[config.mk]
export PLATFORM = sky130hd
export DESIGN_NAME = hyper_top
export DESIGN_NICKNAME = d
export VERILOG_FILES = /design/src/hyper_pkg.sv /design/src/hyper_port_if.sv /design/src/hyper_host_port.sv /design/src/hyper_arbiter.sv /design/src/hyper_phy.sv /design/src/hyper_top.sv
export SDC_FILE = /design/constraint.sdc
export NUM_CORES = 1
export LEC_CHECK = 0
export BUFFER_PORTS_ARGS = -buffer_cell sky130_fd_sc_hd__buf_2
export CAP_MARGIN = 20
export CORE_ASPECT_RATIO = 1.25
export CORE_MARGIN = 2
export CORE_UTILIZATION = 37
export CTS_CLUSTER_SIZE = 10
export DETAILED_ROUTE_END_ITERATION = 8
export GPL_TIMING_DRIVEN = 1
export HOLD_SLACK_MARGIN = 0.1
export PLACE_DENSITY_LB_ADDON = 0.08
export SETUP_SLACK_MARGIN = 0.2
export SLEW_MARGIN = 20
export SYNTH_ARGS = -nofsm -noshare
export SYNTH_HDL_FRONTEND = slang
export SYNTH_SLANG_ARGS = --single-unit
[constraint.sdc]
create_clock -name clk_sys_i -period 6.82 [get_ports clk_sys_i]
set_input_delay 0.341 -clock clk_sys_i [delete_from_list [all_inputs] [get_ports clk_sys_i]]
set_output_delay 0.341 -clock clk_sys_i [all_outputs]
set_load 0.05 [all_outputs]
[src/hyper_pkg.sv]
package hyper_pkg;

    localparam int DataWidth      = 16;
    localparam int AddrWidth      = 16;
    localparam int LenWidth       = 4;
    localparam int RecoveryCycles = 2;
    localparam int CmdWriteBit    = 7;

    typedef logic [DataWidth-1:0] word_t;
    typedef logic [AddrWidth-1:0] addr_t;
    // Burst length in words minus one
    typedef logic [LenWidth-1:0]  len_t;

    typedef struct packed {
        logic  write;
        addr_t addr;
        len_t  len;
    } trans_t;

    typedef struct packed {
        word_t data;
        logic  last;
    } tx_beat_t;

    typedef struct packed {
        word_t data;
        logic  last;
    } rx_beat_t;

    typedef enum logic {
        REQ_SYS,
        REQ_DMA
    } req_sel_e;

    typedef enum logic [2:0] {
        PHY_IDLE,
        PHY_CMD,
        PHY_LATENCY,
        PHY_WDATA,
        PHY_RDATA,
        PHY_RECOVER
    } phy_state_e;

endpackage

[src/hyper_port_if.sv]
interface hyper_port_if;

    // Transaction stream
    logic                trans_valid;
    logic                trans_ready;
    hyper_pkg::trans_t   trans;

    // Write data stream
    logic                tx_valid;
    logic                tx_ready;
    hyper_pkg::tx_beat_t tx;

    // Read data stream
    logic                rx_valid;
    logic                rx_ready;
    hyper_pkg::rx_beat_t rx;

    modport host (
        output trans_valid, trans, tx_valid, tx, rx_ready,
        input  trans_ready, tx_ready, rx_valid, rx
    );

    modport bus (
        input  trans_valid, trans, tx_valid, tx, rx_ready,
        output trans_ready, tx_ready, rx_valid, rx
    );

endinterface

[src/hyper_host_port.sv]
module hyper_host_port (
    input  logic                clk_sys_i,
    input  logic                rst_n_i,
    input  logic                trans_valid_i,
    output logic                trans_ready_o,
    input  hyper_pkg::trans_t   trans_i,
    input  logic                tx_valid_i,
    output logic                tx_ready_o,
    input  hyper_pkg::word_t    tx_data_i,
    output logic                rx_valid_o,
    input  logic                rx_ready_i,
    output hyper_pkg::rx_beat_t rx_o,
    hyper_port_if.host          port
);

    hyper_pkg::trans_t trans_q;
    hyper_pkg::len_t   cnt_q;
    logic              pending_q;
    logic              pending_d;
    logic              wr_open_q;
    logic              wr_open_d;
    logic              ready_q;
    logic              trans_hs;
    logic              tx_hs;
    logic              tx_last;

    assign trans_hs = trans_valid_i && ready_q;
    assign tx_hs    = port.tx_valid && port.tx_ready;
    assign tx_last  = cnt_q == trans_q.len;

    always_comb begin
        pending_d = pending_q;
        wr_open_d = wr_open_q;
        if (port.trans_valid && port.trans_ready) begin
            pending_d = 1'b0;
        end
        if (tx_hs && tx_last) begin
            wr_open_d = 1'b0;
        end
        if (trans_hs) begin
            pending_d = 1'b1;
            wr_open_d = trans_i.write;
        end
    end

    always_ff @(posedge clk_sys_i) begin
        if (!rst_n_i) begin
            pending_q <= 1'b0;
            wr_open_q <= 1'b0;
            ready_q   <= 1'b0;
            cnt_q     <= '0;
        end else begin
            pending_q <= pending_d;
            wr_open_q <= wr_open_d;
            // One transaction held at a time
            ready_q   <= !pending_d && !wr_open_d;
            if (trans_hs) begin
                cnt_q <= '0;
            end else if (tx_hs) begin
                cnt_q <= cnt_q + 1'b1;
            end
        end
    end

    always_ff @(posedge clk_sys_i) begin
        if (trans_hs) begin
            trans_q <= trans_i;
        end
    end

    assign trans_ready_o    = ready_q;
    assign port.trans_valid = pending_q;
    assign port.trans       = trans_q;

    // Write beats flow only while the write is open
    assign port.tx_valid    = tx_valid_i && wr_open_q;
    assign port.tx.data     = tx_data_i;
    assign port.tx.last     = tx_last;
    assign tx_ready_o       = port.tx_ready && wr_open_q;

    assign rx_valid_o       = port.rx_valid;
    assign rx_o             = port.rx;
    assign port.rx_ready    = rx_ready_i;

endmodule

[src/hyper_arbiter.sv]
module hyper_arbiter (
    input  logic       clk_sys_i,
    input  logic       rst_n_i,
    hyper_port_if.bus  sys,
    hyper_port_if.bus  dma,
    hyper_port_if.host phy
);

    hyper_pkg::req_sel_e grant_q;
    logic                lock_q;
    logic                wr_q;
    logic                served_q;
    logic                sel_dma;
    logic                cur_valid;
    logic                other_valid;
    logic                trans_hs;
    logic                trans_end;

    assign sel_dma     = grant_q == hyper_pkg::REQ_DMA;
    assign cur_valid   = sel_dma ? dma.trans_valid : sys.trans_valid;
    assign other_valid = sel_dma ? sys.trans_valid : dma.trans_valid;

    // Toward the PHY, from the granted port
    assign phy.trans_valid = cur_valid && !lock_q;
    assign phy.trans       = sel_dma ? dma.trans : sys.trans;
    assign phy.tx_valid    = sel_dma ? dma.tx_valid : sys.tx_valid;
    assign phy.tx          = sel_dma ? dma.tx : sys.tx;
    assign phy.rx_ready    = sel_dma ? dma.rx_ready : sys.rx_ready;

    assign sys.trans_ready = !sel_dma && !lock_q && phy.trans_ready;
    assign dma.trans_ready = sel_dma && !lock_q && phy.trans_ready;
    assign sys.tx_ready    = !sel_dma && phy.tx_ready;
    assign dma.tx_ready    = sel_dma && phy.tx_ready;

    // Read data reaches the granted port only
    assign sys.rx_valid    = !sel_dma && phy.rx_valid;
    assign dma.rx_valid    = sel_dma && phy.rx_valid;
    assign sys.rx          = phy.rx;
    assign dma.rx          = phy.rx;

    assign trans_hs  = phy.trans_valid && phy.trans_ready;
    assign trans_end = lock_q && (wr_q ?
                       (phy.tx_valid && phy.tx_ready && phy.tx.last) :
                       (phy.rx_valid && phy.rx_ready && phy.rx.last));

    always_ff @(posedge clk_sys_i) begin
        if (!rst_n_i) begin
            grant_q  <= hyper_pkg::REQ_SYS;
            lock_q   <= 1'b0;
            wr_q     <= 1'b0;
            served_q <= 1'b0;
        end else begin
            if (trans_hs) begin
                lock_q <= 1'b1;
                wr_q   <= phy.trans.write;
            end else if (trans_end) begin
                lock_q   <= 1'b0;
                served_q <= 1'b1;
            end else if (!lock_q && other_valid && (served_q || !cur_valid)) begin
                // Hand over once the current side has had its turn
                grant_q  <= sel_dma ? hyper_pkg::REQ_SYS : hyper_pkg::REQ_DMA;
                served_q <= 1'b0;
            end
        end
    end

endmodule

[src/hyper_phy.sv]
module hyper_phy #(
    parameter int unsigned LatencyCycles = 4
) (
    input  logic       clk_sys_i,
    input  logic       rst_n_i,
    hyper_port_if.bus  port,
    output logic       hyper_cs_n_o,
    output logic       hyper_ck_o,
    output logic [7:0] hyper_dq_o,
    output logic       hyper_dq_oe_o,
    input  logic [7:0] hyper_dq_i
);

    localparam int unsigned CntWidth =
        $clog2(LatencyCycles + hyper_pkg::RecoveryCycles + 4);

    hyper_pkg::phy_state_e state_q;
    hyper_pkg::trans_t     trans_q;
    hyper_pkg::len_t       wcnt_q;
    hyper_pkg::rx_beat_t   rx_q;
    logic [CntWidth-1:0]   cnt_q;
    logic                  half_q;
    logic                  cs_n_q;
    logic                  ck_q;
    logic                  oe_q;
    logic                  rx_valid_q;
    logic [7:0]            dq_q;
    logic [7:0]            dq_d;
    // Low write byte, or high read byte already sampled
    logic [7:0]            byte_q;
    logic                  trans_hs;
    logic                  tx_hs;
    logic                  rd_hi;
    logic                  rd_lo;
    logic                  rd_last;
    logic                  rx_free;

    assign port.trans_ready = state_q == hyper_pkg::PHY_IDLE;
    assign port.tx_ready    = state_q == hyper_pkg::PHY_WDATA && !half_q;
    assign port.rx_valid    = rx_valid_q;
    assign port.rx          = rx_q;

    assign trans_hs = port.trans_valid && port.trans_ready;
    assign tx_hs    = port.tx_valid && port.tx_ready;
    assign rd_hi    = state_q == hyper_pkg::PHY_RDATA && ck_q && !half_q;
    assign rd_lo    = state_q == hyper_pkg::PHY_RDATA && ck_q && half_q;
    assign rd_last  = wcnt_q == trans_q.len;
    assign rx_free  = !rx_valid_q || port.rx_ready;

    always_comb begin
        dq_d = dq_q;
        if (trans_hs) begin
            dq_d = 8'(port.trans.len);
            dq_d[hyper_pkg::CmdWriteBit] = port.trans.write;
        end else if (state_q == hyper_pkg::PHY_CMD) begin
            dq_d = (cnt_q == '0) ? trans_q.addr[15:8] : trans_q.addr[7:0];
        end else if (tx_hs) begin
            dq_d = port.tx.data[15:8];
        end else if (state_q == hyper_pkg::PHY_WDATA && half_q) begin
            dq_d = byte_q;
        end
    end

    always_ff @(posedge clk_sys_i) begin
        dq_q <= dq_d;
        if (trans_hs) begin
            trans_q <= port.trans;
        end
        if (tx_hs) begin
            byte_q <= port.tx.data[7:0];
        end else if (rd_hi) begin
            byte_q <= hyper_dq_i;
        end
        if (rd_lo) begin
            rx_q.data <= {byte_q, hyper_dq_i};
            rx_q.last <= rd_last;
        end
    end

    always_ff @(posedge clk_sys_i) begin
        if (!rst_n_i) begin
            state_q    <= hyper_pkg::PHY_IDLE;
            cs_n_q     <= 1'b1;
            ck_q       <= 1'b0;
            oe_q       <= 1'b0;
            rx_valid_q <= 1'b0;
            cnt_q      <= '0;
            wcnt_q     <= '0;
            half_q     <= 1'b0;
        end else begin
            if (port.rx_valid && port.rx_ready) begin
                rx_valid_q <= 1'b0;
            end
            case (state_q)
                hyper_pkg::PHY_IDLE: begin
                    if (trans_hs) begin
                        state_q <= hyper_pkg::PHY_CMD;
                        cs_n_q  <= 1'b0;
                        ck_q    <= 1'b1;
                        oe_q    <= 1'b1;
                        cnt_q   <= '0;
                        wcnt_q  <= '0;
                        half_q  <= 1'b0;
                    end
                end
                hyper_pkg::PHY_CMD: begin
                    cnt_q <= cnt_q + 1'b1;
                    if (cnt_q == CntWidth'(2)) begin
                        cnt_q <= '0;
                        if (trans_q.write) begin
                            state_q <= hyper_pkg::PHY_WDATA;
                            ck_q    <= 1'b0;
                        end else begin
                            state_q <= hyper_pkg::PHY_LATENCY;
                            oe_q    <= 1'b0;
                        end
                    end
                end
                hyper_pkg::PHY_LATENCY: begin
                    cnt_q <= cnt_q + 1'b1;
                    if (cnt_q == CntWidth'(LatencyCycles - 1)) begin
                        state_q <= hyper_pkg::PHY_RDATA;
                    end
                end
                hyper_pkg::PHY_WDATA: begin
                    if (!half_q) begin
                        // Stall the bus clock until a beat is offered
                        ck_q <= port.tx_valid;
                        if (tx_hs) begin
                            half_q <= 1'b1;
                            wcnt_q <= wcnt_q + 1'b1;
                        end
                    end else begin
                        ck_q   <= 1'b1;
                        half_q <= 1'b0;
                        if (wcnt_q == hyper_pkg::len_t'(trans_q.len + 1'b1)) begin
                            state_q <= hyper_pkg::PHY_RECOVER;
                            cnt_q   <= '0;
                        end
                    end
                end
                hyper_pkg::PHY_RDATA: begin
                    if (rd_hi) begin
                        half_q <= 1'b1;
                        ck_q   <= rx_free;
                    end else if (rd_lo) begin
                        half_q     <= 1'b0;
                        rx_valid_q <= 1'b1;
                        wcnt_q     <= wcnt_q + 1'b1;
                        if (rd_last) begin
                            state_q <= hyper_pkg::PHY_RECOVER;
                            cs_n_q  <= 1'b1;
                            ck_q    <= 1'b0;
                            cnt_q   <= CntWidth'(1);
                        end
                    end else begin
                        // Low byte waits for a free read slot
                        ck_q <= rx_free;
                    end
                end
                hyper_pkg::PHY_RECOVER: begin
                    cs_n_q <= 1'b1;
                    ck_q   <= 1'b0;
                    oe_q   <= 1'b0;
                    if (cnt_q != CntWidth'(hyper_pkg::RecoveryCycles)) begin
                        cnt_q <= cnt_q + 1'b1;
                    end else if (!rx_valid_q) begin
                        state_q <= hyper_pkg::PHY_IDLE;
                    end
                end
                default: begin
                    state_q <= hyper_pkg::PHY_IDLE;
                end
            endcase
        end
    end

    assign hyper_cs_n_o  = cs_n_q;
    assign hyper_ck_o    = ck_q;
    assign hyper_dq_o    = dq_q;
    assign hyper_dq_oe_o = oe_q;

endmodule

[src/hyper_top.sv]
module hyper_top #(
    parameter int unsigned LatencyCycles = 4
) (
    input  logic               clk_sys_i,
    input  logic               rst_n_i,
    // System bus requester
    input  logic               sys_trans_valid_i,
    output logic               sys_trans_ready_o,
    input  logic               sys_trans_write_i,
    input  hyper_pkg::addr_t   sys_trans_addr_i,
    input  hyper_pkg::len_t    sys_trans_len_i,
    input  logic               sys_tx_valid_i,
    output logic               sys_tx_ready_o,
    input  hyper_pkg::word_t   sys_tx_data_i,
    output logic               sys_rx_valid_o,
    input  logic               sys_rx_ready_i,
    output hyper_pkg::word_t   sys_rx_data_o,
    output logic               sys_rx_last_o,
    // uDMA requester
    input  logic               dma_trans_valid_i,
    output logic               dma_trans_ready_o,
    input  logic               dma_trans_write_i,
    input  hyper_pkg::addr_t   dma_trans_addr_i,
    input  hyper_pkg::len_t    dma_trans_len_i,
    input  logic               dma_tx_valid_i,
    output logic               dma_tx_ready_o,
    input  hyper_pkg::word_t   dma_tx_data_i,
    output logic               dma_rx_valid_o,
    input  logic               dma_rx_ready_i,
    output hyper_pkg::word_t   dma_rx_data_o,
    output logic               dma_rx_last_o,
    // HyperBus
    output logic               hyper_cs_n_o,
    output logic               hyper_ck_o,
    output logic [7:0]         hyper_dq_o,
    output logic               hyper_dq_oe_o,
    input  logic [7:0]         hyper_dq_i
);

    hyper_pkg::rx_beat_t sys_rx;
    hyper_pkg::rx_beat_t dma_rx;

    hyper_port_if sys_if ();
    hyper_port_if dma_if ();
    hyper_port_if phy_if ();

    assign sys_rx_data_o = sys_rx.data;
    assign sys_rx_last_o = sys_rx.last;
    assign dma_rx_data_o = dma_rx.data;
    assign dma_rx_last_o = dma_rx.last;

    hyper_host_port i_sys_port (
        .clk_sys_i     ( clk_sys_i                                              ),
        .rst_n_i       ( rst_n_i                                                ),
        .trans_valid_i ( sys_trans_valid_i                                      ),
        .trans_ready_o ( sys_trans_ready_o                                      ),
        .trans_i       ( {sys_trans_write_i, sys_trans_addr_i, sys_trans_len_i} ),
        .tx_valid_i    ( sys_tx_valid_i                                         ),
        .tx_ready_o    ( sys_tx_ready_o                                         ),
        .tx_data_i     ( sys_tx_data_i                                          ),
        .rx_valid_o    ( sys_rx_valid_o                                         ),
        .rx_ready_i    ( sys_rx_ready_i                                         ),
        .rx_o          ( sys_rx                                                 ),
        .port          ( sys_if.host                                            )
    );

    hyper_host_port i_dma_port (
        .clk_sys_i     ( clk_sys_i                                              ),
        .rst_n_i       ( rst_n_i                                                ),
        .trans_valid_i ( dma_trans_valid_i                                      ),
        .trans_ready_o ( dma_trans_ready_o                                      ),
        .trans_i       ( {dma_trans_write_i, dma_trans_addr_i, dma_trans_len_i} ),
        .tx_valid_i    ( dma_tx_valid_i                                         ),
        .tx_ready_o    ( dma_tx_ready_o                                         ),
        .tx_data_i     ( dma_tx_data_i                                          ),
        .rx_valid_o    ( dma_rx_valid_o                                         ),
        .rx_ready_i    ( dma_rx_ready_i                                         ),
        .rx_o          ( dma_rx                                                 ),
        .port          ( dma_if.host                                            )
    );

    hyper_arbiter i_arbiter (
        .clk_sys_i ( clk_sys_i   ),
        .rst_n_i   ( rst_n_i     ),
        .sys       ( sys_if.bus  ),
        .dma       ( dma_if.bus  ),
        .phy       ( phy_if.host )
    );

    hyper_phy #(
        .LatencyCycles ( LatencyCycles )
    ) i_phy (
        .clk_sys_i     ( clk_sys_i     ),
        .rst_n_i       ( rst_n_i       ),
        .port          ( phy_if.bus    ),
        .hyper_cs_n_o  ( hyper_cs_n_o  ),
        .hyper_ck_o    ( hyper_ck_o    ),
        .hyper_dq_o    ( hyper_dq_o    ),
        .hyper_dq_oe_o ( hyper_dq_oe_o ),
        .hyper_dq_i    ( hyper_dq_i    )
    );

endmodule

==> summary.md <==
| Metric | Value |
|---|---|
| Post-synthesis adder-cell area fraction | `0.01467` |
| Mapped Area | `5969 um2` |
| Gr ovfl total | `0` |
| Headroom to the max-slew limit | `0.3488` |
| Layout cells sized above 1 | `0.3144` |
| Total GRT Usage | `0.1694` |
| Crit path kind | `reg2out` |
| Setup ws final | `4.058 ns` |
| Slew Limit Fails | `0` |
| Register bit count reported by yosys | `130` |
| Most used DFF post-synth | `edfxtp_1` |
| Combinational Power Share | `0.209` |
| Post-synth EDFFs | `93` |
| Cell internal pwr | `1.608 mW` |
| Post-CTS sizing | `0` |
| Hold_sp | `hyper_dq_i[1]` |
| Class of the worst hold path | `in2reg` |
| Pre-Repair DR Iteration Count | `4` |
| Layout area overhead | `29.01%` |
| Max cap viols | `0` |
| RSZ-0062 raised after global routing | `no` |
| CTS tree | `done` |
| Leakage | `2.902 nW` |
| Power per cell area | `298.9 nW/um2` |
| Post-synthesis cell type count | `62` |
| Die area | `17170 um2` |
| Fin nets | `752` |
| Syn_area_per_cell | `12.06 um2` |
| IO Port Bufs | `140` |
| Initial core utilization | `0.3803` |
| # rows | `51` |
| Setup TNS | `0 ns` |
| Hold-critical path depth | `1` |
| Async SR Flop Fraction | `0` |
| Post-Synthesis Cells | `495` |
| CTS Buf Count | `17` |
| ANT nets after route | `0` |
| Top sig layer | `met4` |
| Startpoint class of the critical path | `flip-flop` |
| Top delay family on crit path | `simple AND/OR/NAND/NOR gates` |
| Total number of cells along the worst setup path | `3` |
| Vias in the first global route | `4377` |
| Critical Path End Type | `output pin` |
| Met2 routed wirelength | `6966 um` |
| Vias per cell | `4.902` |
| First-pass GRT wire length | `22540 um` |
| Total setup buffers inserted after CTS | `0` |
| Max FO, Critical Path | `20` |
| Post-DP HPWL | `10060 um` |
| DIE HEIGHT | `146.0 um` |
| Final setup vio count | `0` |
| CTS Root Cell | `clkbuf_16` |
| Num ports | `141` |
| WHS | `0.1229 ns` |
| Drt initial violations | `176` |
| Arrival time worst endpoint | `2.42 ns` |
| Routed wire length | `14130 um` |
| Worst Tran Pin Value | `0.9725 ns` |
| WP buf/inv | `1` |
| Crit-path max cell delay | `0.72 ns` |
| Clock Latency Late Sink | `0.42 ns` |
| DRC violations left | `0` |
| Final hold viol count | `0` |
| Syn_nets | `592` |
| Multiplexer share of the synthesized area | `0.08426` |
| Post-synthesis simple-gate area fraction | `0.1182` |
| Syn. warnings | `0` |
| TritonCTS Sinks | `130` |
| Worst Clk Skew | `0.006706 ns` |
| Reg power frac | `0.429` |
| R2r setup slk | `4.07 ns` |
| Min Tclk post-route | `2.762 ns` |
| Htree depth | `4` |
| Reg clk slew, reported paths | `0.06 ns` |
| Register area share after synthesis | `0.5919` |
| Horiz. Die Dim | `117.6 um` |
| Worst r2r dst | `i_phy.byte_q[7]$_DFFE_PP_` |
| WHS Endpoint | `i_phy.port.rx[2]$_DFFE_PP_` |
| DRT met1 WL | `6047 um` |
| Vias after detailed routing | `4314` |
| Fmax | `362.0 MHz` |
| Final GP Congestion | `0.8545` |
| Crit-path slowest cell | `dfxtp_1` |
| VDD IR max | `0.1529 mV` |
| Clock power share | `0.362` |
| Synth Area in Compound Gates | `0.1119` |
| WL per Instance | `16.05 um` |
| Initial antenna violation count | `0` |
| Final Cycle Share | `0.4050` |
| NetSw | `693.6 uW` |
| Net Sw Frac | `0.3014` |
| R2R cell count | `3` |
| Longest Clk Path Bufs | `2` |
| Setup WS pre-CTS | `3.962 ns` |
| Largest net degree at the start of global routing | `63` |
| Core ar. | `15700 um2` |
| Largest family of logic cells by synthesized area | `simple AND/OR/NAND/NOR gates` |
| Post-Synth XOR/XNOR Area | `0.03081` |
| Worst Path Required | `6.48 ns` |
| Crit path cell chain | `nor4bb_1 -> and3_1 -> buf_2` |
| Routed wl met3 | `620 um` |
| Crit Reg-Reg Startpoint | `i_phy.state_q[0]$_SDFFE_PN0P_` |
| Diode count | `0` |
| Status | `complete, no violations` |
[synth_stat cells, types with 7 or more instances]
library cell   n  area, um2
a21oi_1       21      105.1
mux2_2        26      292.8
nand3_1       13      65.06
o21ai_0       23      115.1
buf_4         17      127.6
dfxtp_1       37      740.7
xnor2_1       13      113.9
edfxtp_1      93       2793
o21a_1         7      52.55
buf_2          8      40.04
inv_1         13      48.80
xor2_1         8      70.07
clkbuf_1      15      56.30
o311ai_0       9      78.83
mux2i_1       21      210.2
nand2_1       45      168.9
nor2_1        19      71.32
ha_1           7      87.58
[per-layer routing]
layer  up-vias  global-route usage
li1       2153                   -
met1      1997              0.2011
met2       133              0.2846
met3        31             0.03711
met4         0             0.09458
met5         -                   0
[stage by stage]
stage,instances,power [mW],util,area (um2)
final,880,2.302,0.4906,7701
after global routing,880,2.411,0.4906,7701
after CTS,880,2.328,0.4904,7697
after detailed placement,805,1.469,0.4282,6721
after global placement,805,1.464,0.4282,6721
after floorplan,495,1.333,-,5969
[cell usage in the layout (no fill, tap or decap), types with 6 or more instances in the layout]
cell           instances
buf_2                140
edfxtp_1              93
nand2_1               45
dlygate4sd3_1         43
dfxtp_1               36
mux2_2                26
o21ai_0               22
mux2i_1               21
a21oi_1               20
nor2_1                19
clkbuf_16             17
inv_1                 13
nand3_1               13
xnor2_1               13
o311ai_0               9
xor2_1                 8
o21a_1                 7
ha_1                   7
nor2b_1                6
a211oi_1               6
[logic make-up after synthesis]
group                    count (synthesis)
XOR/XNOR                                21
AO/OA/AOI/OAI                          100
adder cells (fa/ha/maj)                  7
AND/OR/NAND/NOR                        133
flip-flops                             130
buffers and inverters                   57
multiplexers                            47
[sequential cells by signal, indices dropped and copies added, names as in the netlist, 3 cells and up]
signal and count:
i_phy.trans_q 21, i_phy.hyper_dq_o 8, i_phy.cnt_q 4, i_phy.state_q 3
i_phy.port.rx 17, i_phy.wcnt_q 4, i_phy.byte_q 8, i_sys_port.cnt_q 4
i_dma_port.port.trans 21, i_sys_port.port.trans 21, i_dma_port.cnt_q 4
[timing repair]
| item | 4_1_cts | 5_1_grt |
|---|---|---|
| hold endpoints to repair | 43 | 0 |
| setup endpoints to repair | 0 | 0 |
| hold buffers | 43 | 0 |
[power by group through the flow]
| stage | sequential [mW] | combinational [mW] | clock [mW] |
|---|---|---|---|
| 2_1_floorplan | 1.06 | 0.272 | 0 |
| 3_3_place_gp | 1.00 | 0.462 | 0 |
| 3_5_place_dp | 1.00 | 0.465 | 0 |
| 4_1_cts | 0.988 | 0.485 | 0.856 |
| 5_1_grt | 0.997 | 0.527 | 0.887 |
| 6_report | 0.988 | 0.480 | 0.833 |
[worst max-delay path by stage]
stage / from / to
global placement: i_arbiter.grant_q$_SDFFE_PN0P_ / i_phy.half_q$_SDFFE_PN0P_
detailed placement: i_arbiter.grant_q$_SDFFE_PN0P_ / i_phy.half_q$_SDFFE_PN0P_
finish: i_phy.state_q[0]$_SDFFE_PN0P_ / dma_tx_ready_o
CTS: i_arbiter.grant_q$_SDFFE_PN0P_ / i_phy.half_q$_SDFFE_PN0P_
floorplan: i_arbiter.grant_q$_SDFFE_PN0P_ / sys_tx_ready_o
global route: i_arbiter.grant_q$_SDFFE_PN0P_ / i_phy.half_q$_SDFFE_PN0P_
[layout make-up]
class,count,area [um2]
fillers,1462,7996
flip-flops and latches,130,3535
multi-input cells,308,2161
repair buffers,185,1146
clock buffers,19,432.9
well taps,212,265.3
clock inverters,13,112.6
inverters,13,48.80
Power figures use the tool's default switching activity.
